--- src/hdl/farm_pkg.sv ---
package farm_pkg;

    // ========================================
    // Widths
    // ========================================
    localparam int DATA_W  = 8;     // Reading, pixel and status byte width
    localparam int STAGE_W = 3;     // Growth stage field

    // ========================================
    // Control encodings
    // ========================================
    typedef enum logic [1:0] {
        CH_SOIL  = 2'd0,
        CH_TEMP  = 2'd1,
        CH_HUMID = 2'd2,
        CH_LIGHT = 2'd3
    } sensor_chan_e;

    typedef enum logic {
        MODE_SENSOR = 1'b0,
        MODE_CAMERA = 1'b1          // uio_in[7] high
    } op_mode_e;

    // Maturity grades as shown on uio_out in camera mode
    typedef enum logic [DATA_W-1:0] {
        MAT_0  = 8'd0,              // Too few green pixels
        MAT_20 = 8'd20,             // Light green dominates
        MAT_40 = 8'd40,
        MAT_70 = 8'd70,
        MAT_90 = 8'd90              // Deep green dominates
    } maturity_e;

    // ========================================
    // Sensor windows
    // ========================================
    typedef struct packed {
        logic [DATA_W-1:0] min_val;
        logic [DATA_W-1:0] max_val;
    } limit_t;

    // Entry order follows sensor_chan_e
    localparam limit_t SENSOR_LIMITS [4] = '{
        '{min_val: 8'd140, max_val: 8'd210},    // Soil moisture
        '{min_val: 8'd100, max_val: 8'd160},    // Temperature
        '{min_val: 8'd120, max_val: 8'd190},    // Humidity
        '{min_val: 8'd80,  max_val: 8'd220}     // Light
    };

    // ========================================
    // Result bundles
    // ========================================
    typedef struct packed {
        logic [3:0]        alert_code;  // One bit per channel, average out of window
        logic [3:0]        fault_code;  // Stuck or extreme, per channel
        logic [DATA_W-1:0] avg_sel;     // Average of selected channel
    } sensor_result_t;

    typedef struct packed {
        logic               ready;      // Harvest ready
        logic [STAGE_W-1:0] stage;
        maturity_e          maturity;
    } growth_result_t;

endpackage

--- src/hdl/sensor_monitor.sv ---
`timescale 1ns/1ps

module sensor_monitor import farm_pkg::*; (
    input  logic              clk,
    input  logic              rst_n,
    input  logic              ena,
    input  op_mode_e          mode,
    input  sensor_chan_e      chan,
    input  logic [DATA_W-1:0] reading,
    output sensor_result_t    result
);

    localparam int NUM_CH = 4;
    localparam int DEPTH  = 4;          // Samples per running average
    localparam int SUM_W  = DATA_W + 2; // Holds four full-scale samples

    // Captured sample
    logic              smp_vld;
    sensor_chan_e      smp_chan;
    logic [DATA_W-1:0] smp_data;

    // Per-channel averaging and stuck tracking
    logic [DATA_W-1:0] history [NUM_CH][DEPTH];
    logic [1:0]        wr_idx  [NUM_CH];    // Own write pointer per channel
    logic [SUM_W-1:0]  run_sum [NUM_CH];
    logic [DATA_W-1:0] avg     [NUM_CH];
    logic [DATA_W-1:0] last_rd [NUM_CH];
    logic [NUM_CH-1:0] stuck;

    logic [SUM_W-1:0]  sum_next;
    logic [NUM_CH-1:0] alert_d;
    logic [NUM_CH-1:0] extreme_d;

    // ========================================
    // Stage 0, capture reading
    // ========================================
    always_ff @(posedge clk) begin
        if (!rst_n) begin
            smp_vld  <= 1'b0;
            smp_chan <= CH_SOIL;
            smp_data <= '0;
        end else if (ena) begin
            smp_vld  <= (mode == MODE_SENSOR);  // Camera cycles carry no reading
            smp_chan <= chan;
            smp_data <= reading;
        end
    end

    // Drop oldest sample, add newest
    assign sum_next = run_sum[smp_chan]
                    - SUM_W'(history[smp_chan][wr_idx[smp_chan]])
                    + SUM_W'(smp_data);

    // ========================================
    // Stage 1, history and average
    // ========================================
    always_ff @(posedge clk) begin
        if (!rst_n) begin
            for (int c = 0; c < NUM_CH; c++) begin
                for (int k = 0; k < DEPTH; k++) begin
                    history[c][k] <= '0;
                end
                wr_idx[c]  <= '0;
                run_sum[c] <= '0;
                avg[c]     <= '0;
                last_rd[c] <= '0;
            end
            stuck <= '0;
        end else if (ena && smp_vld) begin
            history[smp_chan][wr_idx[smp_chan]] <= smp_data;
            wr_idx[smp_chan]  <= wr_idx[smp_chan] + 2'd1;   // Wraps at four
            run_sum[smp_chan] <= sum_next;
            avg[smp_chan]     <= sum_next[SUM_W-1:2];       // Divide by four

            // Same value twice in a row on this channel
            if (smp_data == last_rd[smp_chan]) begin
                stuck[smp_chan] <= 1'b1;
            end else begin
                stuck[smp_chan]   <= 1'b0;
                last_rd[smp_chan] <= smp_data;
            end
        end
    end

    // Window and extreme checks on registered averages
    always_comb begin
        for (int c = 0; c < NUM_CH; c++) begin
            alert_d[c]   = (avg[c] < SENSOR_LIMITS[c].min_val) ||
                           (avg[c] > SENSOR_LIMITS[c].max_val);
            extreme_d[c] = (avg[c] == '0) || (avg[c] == '1);  // Rail codes 0 and 255
        end
    end

    // ========================================
    // Stage 2, alert and fault codes
    // ========================================
    always_ff @(posedge clk) begin
        if (!rst_n) begin
            result <= '0;
        end else if (ena) begin
            result.alert_code <= alert_d;
            result.fault_code <= stuck | extreme_d;
            result.avg_sel    <= avg[chan];     // Follows live channel select
        end
    end

endmodule

--- src/hdl/growth_classifier.sv ---
`timescale 1ns/1ps

module growth_classifier import farm_pkg::*; #(
    parameter int COUNT_W          = 12,
    parameter int MIN_FRAME_PIXELS = 100,
    parameter int MIN_GREEN_PIXELS = 10
) (
    input  logic              clk,
    input  logic              rst_n,
    input  logic              ena,
    input  logic              vsync,
    input  logic              href,
    input  op_mode_e          mode,
    input  logic [DATA_W-1:0] pixel,
    output growth_result_t    result
);

    localparam logic [2:0] RED_LIMIT   = 3'd2;  // Red field must stay below
    localparam logic [2:0] LIGHT_G_MIN = 3'd3;
    localparam logic [2:0] LIGHT_G_MAX = 3'd5;  // Above this is deep green

    // RGB332 fields
    logic [2:0] red_f;
    logic [2:0] green_f;
    logic       is_light;
    logic       is_deep;

    // Frame counters
    logic [COUNT_W-1:0] light_cnt;
    logic [COUNT_W-1:0] deep_cnt;
    logic [COUNT_W-1:0] total_cnt;

    logic [COUNT_W:0]   green_sum;      // One extra bit, no wrap
    logic [COUNT_W:0]   light_x2;
    logic [COUNT_W:0]   deep_x2;
    logic               frame_done;
    maturity_e          mat_next;

    // Evaluation state
    maturity_e          maturity_q;
    logic [STAGE_W-1:0] stage_q;
    logic               ready_q;
    logic               eval_pend;      // Maturity fresh, stage due next edge

    assign red_f    = pixel[7:5];
    assign green_f  = pixel[4:2];
    assign is_light = (green_f >= LIGHT_G_MIN) && (green_f <= LIGHT_G_MAX) &&
                      (red_f < RED_LIMIT);
    assign is_deep  = (green_f > LIGHT_G_MAX) && (red_f < RED_LIMIT);

    assign green_sum  = {1'b0, light_cnt} + {1'b0, deep_cnt};
    assign light_x2   = {light_cnt, 1'b0};
    assign deep_x2    = {deep_cnt, 1'b0};
    assign frame_done = !vsync && !href && (total_cnt > COUNT_W'(MIN_FRAME_PIXELS));

    // Ratio grading, no divider
    always_comb begin
        if (green_sum <= (COUNT_W+1)'(MIN_GREEN_PIXELS)) begin
            mat_next = MAT_0;
        end else if ({1'b0, deep_cnt} > light_x2) begin
            mat_next = MAT_90;
        end else if (deep_cnt > light_cnt) begin
            mat_next = MAT_70;
        end else if ({1'b0, light_cnt} > deep_x2) begin
            mat_next = MAT_20;
        end else begin
            mat_next = MAT_40;
        end
    end

    // ========================================
    // Pixel counting and maturity
    // ========================================
    always_ff @(posedge clk) begin
        if (!rst_n) begin
            light_cnt  <= '0;
            deep_cnt   <= '0;
            total_cnt  <= '0;
            maturity_q <= MAT_0;
            eval_pend  <= 1'b0;
        end else if (ena) begin
            eval_pend <= 1'b0;
            if (mode == MODE_CAMERA) begin
                if (vsync) begin            // New frame
                    light_cnt <= '0;
                    deep_cnt  <= '0;
                    total_cnt <= '0;
                end else if (href) begin
                    total_cnt <= total_cnt + 1'b1;
                    if (is_light) light_cnt <= light_cnt + 1'b1;
                    if (is_deep)  deep_cnt  <= deep_cnt + 1'b1;
                end else if (frame_done) begin
                    maturity_q <= mat_next;
                    eval_pend  <= 1'b1;
                end
            end
        end
    end

    // Stage from this evaluation's maturity
    always_ff @(posedge clk) begin
        if (!rst_n) begin
            stage_q <= '0;
            ready_q <= 1'b0;
        end else if (ena && eval_pend) begin
            ready_q <= (maturity_q >= 8'd60);   // Stages 6 and 7
            if      (maturity_q >= 8'd80) stage_q <= 3'd7;
            else if (maturity_q >= 8'd60) stage_q <= 3'd6;
            else if (maturity_q >= 8'd40) stage_q <= 3'd4;
            else if (maturity_q >= 8'd20) stage_q <= 3'd2;
            else                          stage_q <= 3'd1;  // Germination
        end
    end

    assign result = '{ready: ready_q, stage: stage_q, maturity: maturity_q};

endmodule

--- src/hdl/status_combiner.sv ---
`timescale 1ns/1ps

module status_combiner import farm_pkg::*; (
    input  logic              clk,
    input  logic              rst_n,
    input  logic              ena,
    input  op_mode_e          mode,
    input  sensor_chan_e      chan,
    input  sensor_result_t    sensor,
    input  growth_result_t    growth,
    output logic [DATA_W-1:0] uo_out,
    output logic [DATA_W-1:0] uio_out
);

    logic       buzzer;
    logic [3:0] alert_hold;     // Last sensor-mode alert code

    // Any alert or fault sounds the buzzer
    assign buzzer = |{sensor.alert_code, sensor.fault_code};

    // ========================================
    // Pin registers
    // ========================================
    always_ff @(posedge clk) begin
        if (!rst_n) begin
            uo_out     <= '0;
            uio_out    <= '0;
            alert_hold <= '0;
        end else if (ena) begin
            if (mode == MODE_SENSOR) begin
                alert_hold <= sensor.alert_code;
                // Buzzer on top bit, average below
                uo_out     <= {buzzer, sensor.avg_sel[DATA_W-2:0]};
                uio_out    <= {sensor.alert_code, chan, 2'b00};   // Debug byte
            end else begin
                // Ready doubles as buzzer in camera mode
                uo_out     <= {growth.ready, growth.stage, alert_hold};
                uio_out    <= growth.maturity;
            end
        end
    end

endmodule

--- src/hdl/tt_um_precision_farming.sv ---
`timescale 1ns/1ps

module tt_um_precision_farming import farm_pkg::*; #(
    parameter int COUNT_W          = 12,    // Pixel counter width
    parameter int MIN_FRAME_PIXELS = 100,
    parameter int MIN_GREEN_PIXELS = 10
) (
    input  logic [DATA_W-1:0] ui_in,        // Sensor reading or pixel
    output logic [DATA_W-1:0] uo_out,
    input  logic [DATA_W-1:0] uio_in,       // Control pins
    output logic [DATA_W-1:0] uio_out,
    output logic [DATA_W-1:0] uio_oe,
    input  logic              ena,
    input  logic              clk,
    input  logic              rst_n
);

    // ========================================
    // Control decode
    // ========================================
    op_mode_e       mode;
    logic           vsync;
    logic           href;
    sensor_chan_e   chan;           // uio_in[4:2] reserved

    sensor_result_t sensor_res;
    growth_result_t growth_res;

    assign mode   = op_mode_e'(uio_in[7]);
    assign vsync  = uio_in[6];
    assign href   = uio_in[5];
    assign chan   = sensor_chan_e'(uio_in[1:0]);
    assign uio_oe = '1;             // All bidirectional pins drive out

    sensor_monitor i_sensor (
        .clk     (clk),
        .rst_n   (rst_n),
        .ena     (ena),
        .mode    (mode),
        .chan    (chan),
        .reading (ui_in),
        .result  (sensor_res)
    );

    growth_classifier #(
        .COUNT_W          (COUNT_W),
        .MIN_FRAME_PIXELS (MIN_FRAME_PIXELS),
        .MIN_GREEN_PIXELS (MIN_GREEN_PIXELS)
    ) i_growth (
        .clk    (clk),
        .rst_n  (rst_n),
        .ena    (ena),
        .vsync  (vsync),
        .href   (href),
        .mode   (mode),
        .pixel  (ui_in),
        .result (growth_res)
    );

    status_combiner i_status (
        .clk     (clk),
        .rst_n   (rst_n),
        .ena     (ena),
        .mode    (mode),
        .chan    (chan),
        .sensor  (sensor_res),
        .growth  (growth_res),
        .uo_out  (uo_out),
        .uio_out (uio_out)
    );

endmodule

--- config.mk ---
export PLATFORM = sky130hd
export DESIGN_NAME = tt_um_precision_farming
export DESIGN_NICKNAME = d
export VERILOG_FILES = /design/src/hdl/farm_pkg.sv /design/src/hdl/sensor_monitor.sv /design/src/hdl/growth_classifier.sv /design/src/hdl/status_combiner.sv /design/src/hdl/tt_um_precision_farming.sv
export SDC_FILE = /design/constraint.sdc
export NUM_CORES = 1
export LEC_CHECK = 0
export BUFFER_PORTS_ARGS = -buffer_cell sky130_fd_sc_hd__buf_2
export CORE_MARGIN = 2
export CORE_UTILIZATION = 32
export DETAILED_ROUTE_END_ITERATION = 10
export SYNTH_ARGS = -nofsm -noshare
export SYNTH_HDL_FRONTEND = slang
export SYNTH_SLANG_ARGS = --single-unit
export TNS_END_PERCENT = 20
--- constraint.sdc ---
create_clock -name clk -period 7 [get_ports clk]
set_clock_uncertainty 0.2 [all_clocks]
set_input_delay 1.4 -clock clk [delete_from_list [all_inputs] [get_ports clk]]
set_output_delay 1.4 -clock clk [all_outputs]
set_load 0.02 [all_outputs]
==> After elaboration in Yosys (flattened, before gate mapping) <==
Memory sizes are Yosys's and may differ from the RTL's. A register that Yosys moved wholly into a read port is not among the register bits.
Cells that the tools add are included.
{ "totals": {"in_bits": 19, "wordCells": 166, "memories": 5, "out_inout_bits": 24, "ramBits": 240, "reg_bits": 92} }
{ "mem_list": {"columns": ["name", "depth", "word_bits", "rd", "rd_ports_with_merged_regs", "write_ports", "line_no", "text"], "rows": [
  ["i_sensor.history", 4, 32, 1, 1, 4, "sensor_monitor.sv:23", "logic [DATA_W-1:0] history [NUM_CH][DEPTH];"],
  ["i_sensor.run_sum", 4, 10, 1, 1, 4, "sensor_monitor.sv:25", "logic [SUM_W-1:0] run_sum [NUM_CH];"],
  ["i_sensor.avg", 4, 8, 5, 1, 4, "sensor_monitor.sv:26", "logic [DATA_W-1:0] avg [NUM_CH];"],
  ["i_sensor.last_rd", 4, 8, 1, 1, 4, "sensor_monitor.sv:27", "logic [DATA_W-1:0] last_rd [NUM_CH];"],
  ["i_sensor.wr_idx", 4, 2, 1, 1, 4, "sensor_monitor.sv:24", "logic [1:0] wr_idx [NUM_CH];"]
]} }
{ "classes": {"mux": 62, "addsub": 7, "bitwise": 8, "n_eq_ne": 5, "n_lt_le_gt_ge": 25, "n_reduce_logical": 38} }
{ "ops": {"columns": ["operator", "count"], "rows": [
  ["2-to-1 mux 12 bit", 8],
  ["2-to-1 mux 32 bit", 3],
  ["2-to-1 mux 8 bit", 10],
  ["adder 12 x 1 -> 12 bit (second input constant)", 3],
  ["== test 8 bit (second input constant)", 4],
  ["> comparator 8 bit (second input constant)", 4],
  ["zero test 8 bit", 4],
  ["OR reduction 32 bit", 1],
  ["2-to-1 mux 2 bit", 15],
  ["> comparator 12 x 13 -> 1 bit", 2],
  ["less-than comparator 8 x 7 -> 1 bit (second input constant)", 3],
  ["OR reduction 8 bit", 3],
  ["2-to-1 mux 1 bit", 17],
  ["binary-select mux 8 bit (select 2 bit)", 1],
  ["demux 8 bit (select 2 bit)", 1],
  ["greater-or-equal comparator 8 x 6 -> 1 bit (second input constant)", 2],
  ["adder 12 x 12 -> 13 bit", 1],
  ["less-or-equal comparator 13 x 4 -> 1 bit (second input constant)", 1],
  ["> comparator 12 bit", 1],
  ["> comparator 12 x 7 -> 1 bit (second input constant)", 1],
  ["adder 10 x 8 -> 10 bit", 1],
  ["2-to-1 mux 10 bit", 1],
  ["OR reduction 10 bit", 1],
  ["subtractor 10 x 8 -> 10 bit", 1],
  ["31 further kinds", 56]
]} }

==> Longest topological paths before layout <==
{ "logic_depth": {"word_depth": 8, "depth_mapped": 17, "depth_no_buf": 14} }

==> Hierarchy <==
Synthesis repeated with hierarchy kept, for this count alone.
{ "unflattened": {"hier_cells": 1416, "area_unflattened_um2": 16235.6} }
{ "by_module_without_submodules": {"columns": ["module", "seq_area_each_um2", "cells_each", "area_each_um2", "n_inst"], "rows": [
  ["sensor_monitor", 6906.6, 873, 11685.0, 1],
  ["growth_classifier", 920.9, 445, 3555.9, 1],
  ["status_combiner", 400.4, 89, 930.9, 1],
  ["tt_um_precision_farming", 0.0, 9, 63.8, 1]
]} }

==> Worst setup path before layout <==
Ideal clock, no wire load.
{ "synth_timing": {"path_kind": "reg2reg", "from": "register (tool-made name)", "to": "memory i_sensor.avg[0][6] (data pin)", "required_time_ns": 6.536, "path_buffers": 3, "arrival_ns": 4.310, "slack_ns": 2.225, "stages_incl_launch_ff": 16, "cell_sequence": "dfxtp_1 > buf_6 > buf_2 > buf_2 > mux4_1 > mux4_2 > fa_1 > inv_1 > fa_1 > a21o_1 > a21oi_1 > o21bai_1 > a2111oi_0 > nor3_1 > xnor2_1 > nor2_1"} }
{ "synth_lines": {"columns": ["item", "line_no"], "rows": [
  ["end, declared", "sensor_monitor.sv:26"]
]} }

==> summary.md <==
| Metric | Value |
|---|---|
| Vias per Instance | 5.19 |
| Post-CTS setup buffers | 0 |
| Worst-path clk slew | 0.06 ns |
| Post-Route WL | 37300 µm |
| CP max FO | 31 |
| Worst Max-Slew Pin Slew | 1.26 ns |
| Overall Global Routing Usage | 14.9% |
| Number of global-route vias before repair | ~10000 |
| Worst VDD drop | ~130 µV |
| Hold WC Path Type | register to register |
| RSZ-0062 raised after global routing | no |
| Cells after synthesis | between 1000 and 1500 |
| CP arrival | 5.60 ns |
| Starting density of the core | 32.6% |
| Footprint of the multi-input gates | 6810 µm² |
| Setup TNS | 0 ns |
| DP HPWL | 25300 µm |
| CTS Buffer Depth | 3 |
| Final net count | 1474 |
| Routed via count | 10498 |
| Placed instance area | around 16000 µm² |
| Layout cell share with drive strength beyond 1 | about an eighth |
| Dpl cells | 1961 |
| Hold WS | 0.272 ns |
| Layout area overhead | 11.9% |
| First-pass GRT wire length | 58800 µm |
| # rows | 80 |
| Starting DRT DRC Count | 876 |
| Routed len/inst | 18.4 µm |
| Largest net degree at the start of global routing | 67 |
| Fin. Hold Viols | 0 |
| Pwr Density | 250 nW/µm² |
| Clock root cell | clkbuf_16 |
| Main synth FF type | edfxtp_1 |
| Worst Setup End Kind | register |
| Cts hold-fix bufs | 0 |
| Share of flip-flops with an asynchronous set or reset | 0% |
| Min Tclk post-route | roughly 5.5 ns |
| Final Max Tran Viols | 0 |
| Filler cells | between 4000 and 5000 |
| Crit Path Class | register to register |
| PostCTS Resize Cnt | 0 |
| Crit path launch type | register |
| Num CTS Buffers | 34 |
| CP max stage delay | 0.69 ns |
| Worst path cell trace | buf_4 > buf_4 > mux4_1 > mux4_2 > fa_1 > inv_1 > fa_1 > a21o_1 > a21oi_1 > o21bai_1 > a2111oi_0 > nor3_1 > xnor2_1 > nor2_1 |
| Leakage | 6.61 nW |
| Final setup viols | 0 |
| Finished Cell Area | 17500 µm² |
| Syn Std Cell Area | ~16000 µm² |
| Register area | 8190 µm² |
| H-tree depth | 2 |
| Largest cells by area after synthesis | edfxtp_1 40%, dfxtp_1 12%, mux4_2 8.5% |
| Utilization after layout | 36.5% |
| Synthesized area per cell | around 11 µm² |
| Die area | 50600 µm² |
| Total congestion overflow | 0 |
| Ratio of final minimum period to clock period | 79.2% |
| Largest area contributor in the netlist | edfxtp_1 |
| Slew Limit Headroom | 16.0% |
| Sequential fraction of the synthesis area | 52.4% |
| Antenna violations before repair | 0 |
| Power after layout | 4.37 mW |
| ANT cells | 0 |
| # DRC | 0 |
| Pre-CTS setup slack | between 1 and 1.5 ns |
| Height of the die | 225 µm |
| Die Width | 225 µm |
| Max-Cap Viols | 0 |
| Yosys top cell area share | 40.0% |
| Clock Latency Late Sink | roughly 0.52 ns |
| IO Count | 43 |
| Clk sinks | 305 |
| Core Area | 47900 µm² |
| Required @ worst endpoint | 7.05 ns |
| Pre-Repair DR Iteration Count | 5 |
| Post-route ant nets | 0 |
| Status | finished, final reports clean |
| CTS tree | built |
| PortBufs | 30 |
| FMAX | 180 MHz |
| Number of enable flip-flop cells after synthesis | 208 |
| #FFs+latches synth | 305 |
| Final std cells w/o fill | 2023 |
| Setup ws final | 1.45 ns |
| Synth warnings | 0 |
| Critical Path Slowest Stage Cell | mux4_1 |
| RD Place Congestion | between 0.8 and 0.9 |
| Cell variety after synth | 72 |
## cell usage in the layout, fill, tap and decap left out, types with 37 or more instances in the layout
cell / synthesis / routed
clkbuf_16: 0 / 37
ha_1: 64 / 64
edfxtp_1: 208 / 208
and3_1: 37 / 37
nor3_1: 39 / 39
a21oi_1: 52 / 52
inv_1: 69 / 69
mux2i_1: 42 / 42
nand2_1: 89 / 89
nor2_1: 229 / 229
dfxtp_1: 97 / 96
mux4_2: 59 / 59
## logic make-up (layout without fill, tap and decap cells)
logic type	Yosys count	after routing	share of synthesized area [%]
AO/OA/AOI/OAI	159	159	6.49
XOR/XNOR	45	45	2.52
adder cells (fa/ha/maj)	73	73	6.28
buffers and inverters	155	188	4.22
flip-flops	305	305	52.4
multiplexers	111	111	12.7
other	2	9	0.0481
AND/OR/NAND/NOR	518	518	15.4
## where the power goes
group	switching [mW]	total, mW	internal [mW]
sequential	0.0439	2.03	1.99
clock	0.722	1.83	1.11
combinational	0.308	0.507	0.199
## cells in the mapped netlist, drive strengths merged (39+ instances only)
cell type and count:
a21oi 52, clkbuf 49, dfxtp 97, edfxtp 208, ha 64, inv 70
mux2i 42, mux4 67, nand2 89, nor2 230, nor3 39, o21ai 43
## registers in the layout (all words and copies together) (netlist names), 2 cells and up, named ones only
register / flops
i_growth.deep_cnt: 12
i_growth.light_cnt: 12
i_growth.maturity_q: 5
i_growth.stage_q: 3
i_growth.total_cnt: 12
i_sensor.avg: 28
i_sensor.history: 128
i_sensor.last_rd: 32
i_sensor.result: 15
i_sensor.run_sum: 12
i_sensor.smp_chan: 2
i_sensor.smp_data: 8
i_sensor.wr_idx: 8
i_status.alert_hold: 4
i_status.uio_out: 7
i_status.uo_out: 8
## metal layers
metal	GRT usage [%]	up-vias	wire length (µm)
met5	0	-	0
met1	20.9	5131	17000
li1	-	4973	-
met4	3.57	0	729
met3	2.95	58	2440
met2	23.7	336	17100
## final timing paths
path / start / to / slack (ns) / depth (start not counted)
min: i_status.uio_out[2]$_SDFFE_PN0P_ / i_status.uio_out[2]$_SDFFE_PN0P_ / 0.27 / 1
max reg2reg: register / i_sensor.avg[0][6]$_SDFFCE_PN0P_ / 1.45 / 14
max: register / i_sensor.avg[0][6]$_SDFFCE_PN0P_ / 1.45 / 14
min reg2reg: i_status.uio_out[2]$_SDFFE_PN0P_ / i_status.uio_out[2]$_SDFFE_PN0P_ / 0.27 / 1
## layout make-up
cell class / count / area share (%)
flip-flops and latches: 305 / 46.8
inverters: 78 / 1.67
multi-input cells: 915 / 38.9
well taps: 615 / 4.40
clock inverters: 8 / 0.536
clock buffers: 54 / 6.02
repair buffers: 48 / 1.63
## critical path, delay by kind of cell (launching register included)
kind                     cells  cell delay (ns)
XOR/XNOR                     1             0.30
AND/OR/NAND/NOR              2             0.22
adder cells (fa/ha/maj)      2             0.96
flip-flops                   1             0.35
multiplexers                 2             1.22
buffers and inverters        3             1.07
AO/OA/AOI/OAI                4             0.94
Note: power is estimated with default switching activity, not from simulation.
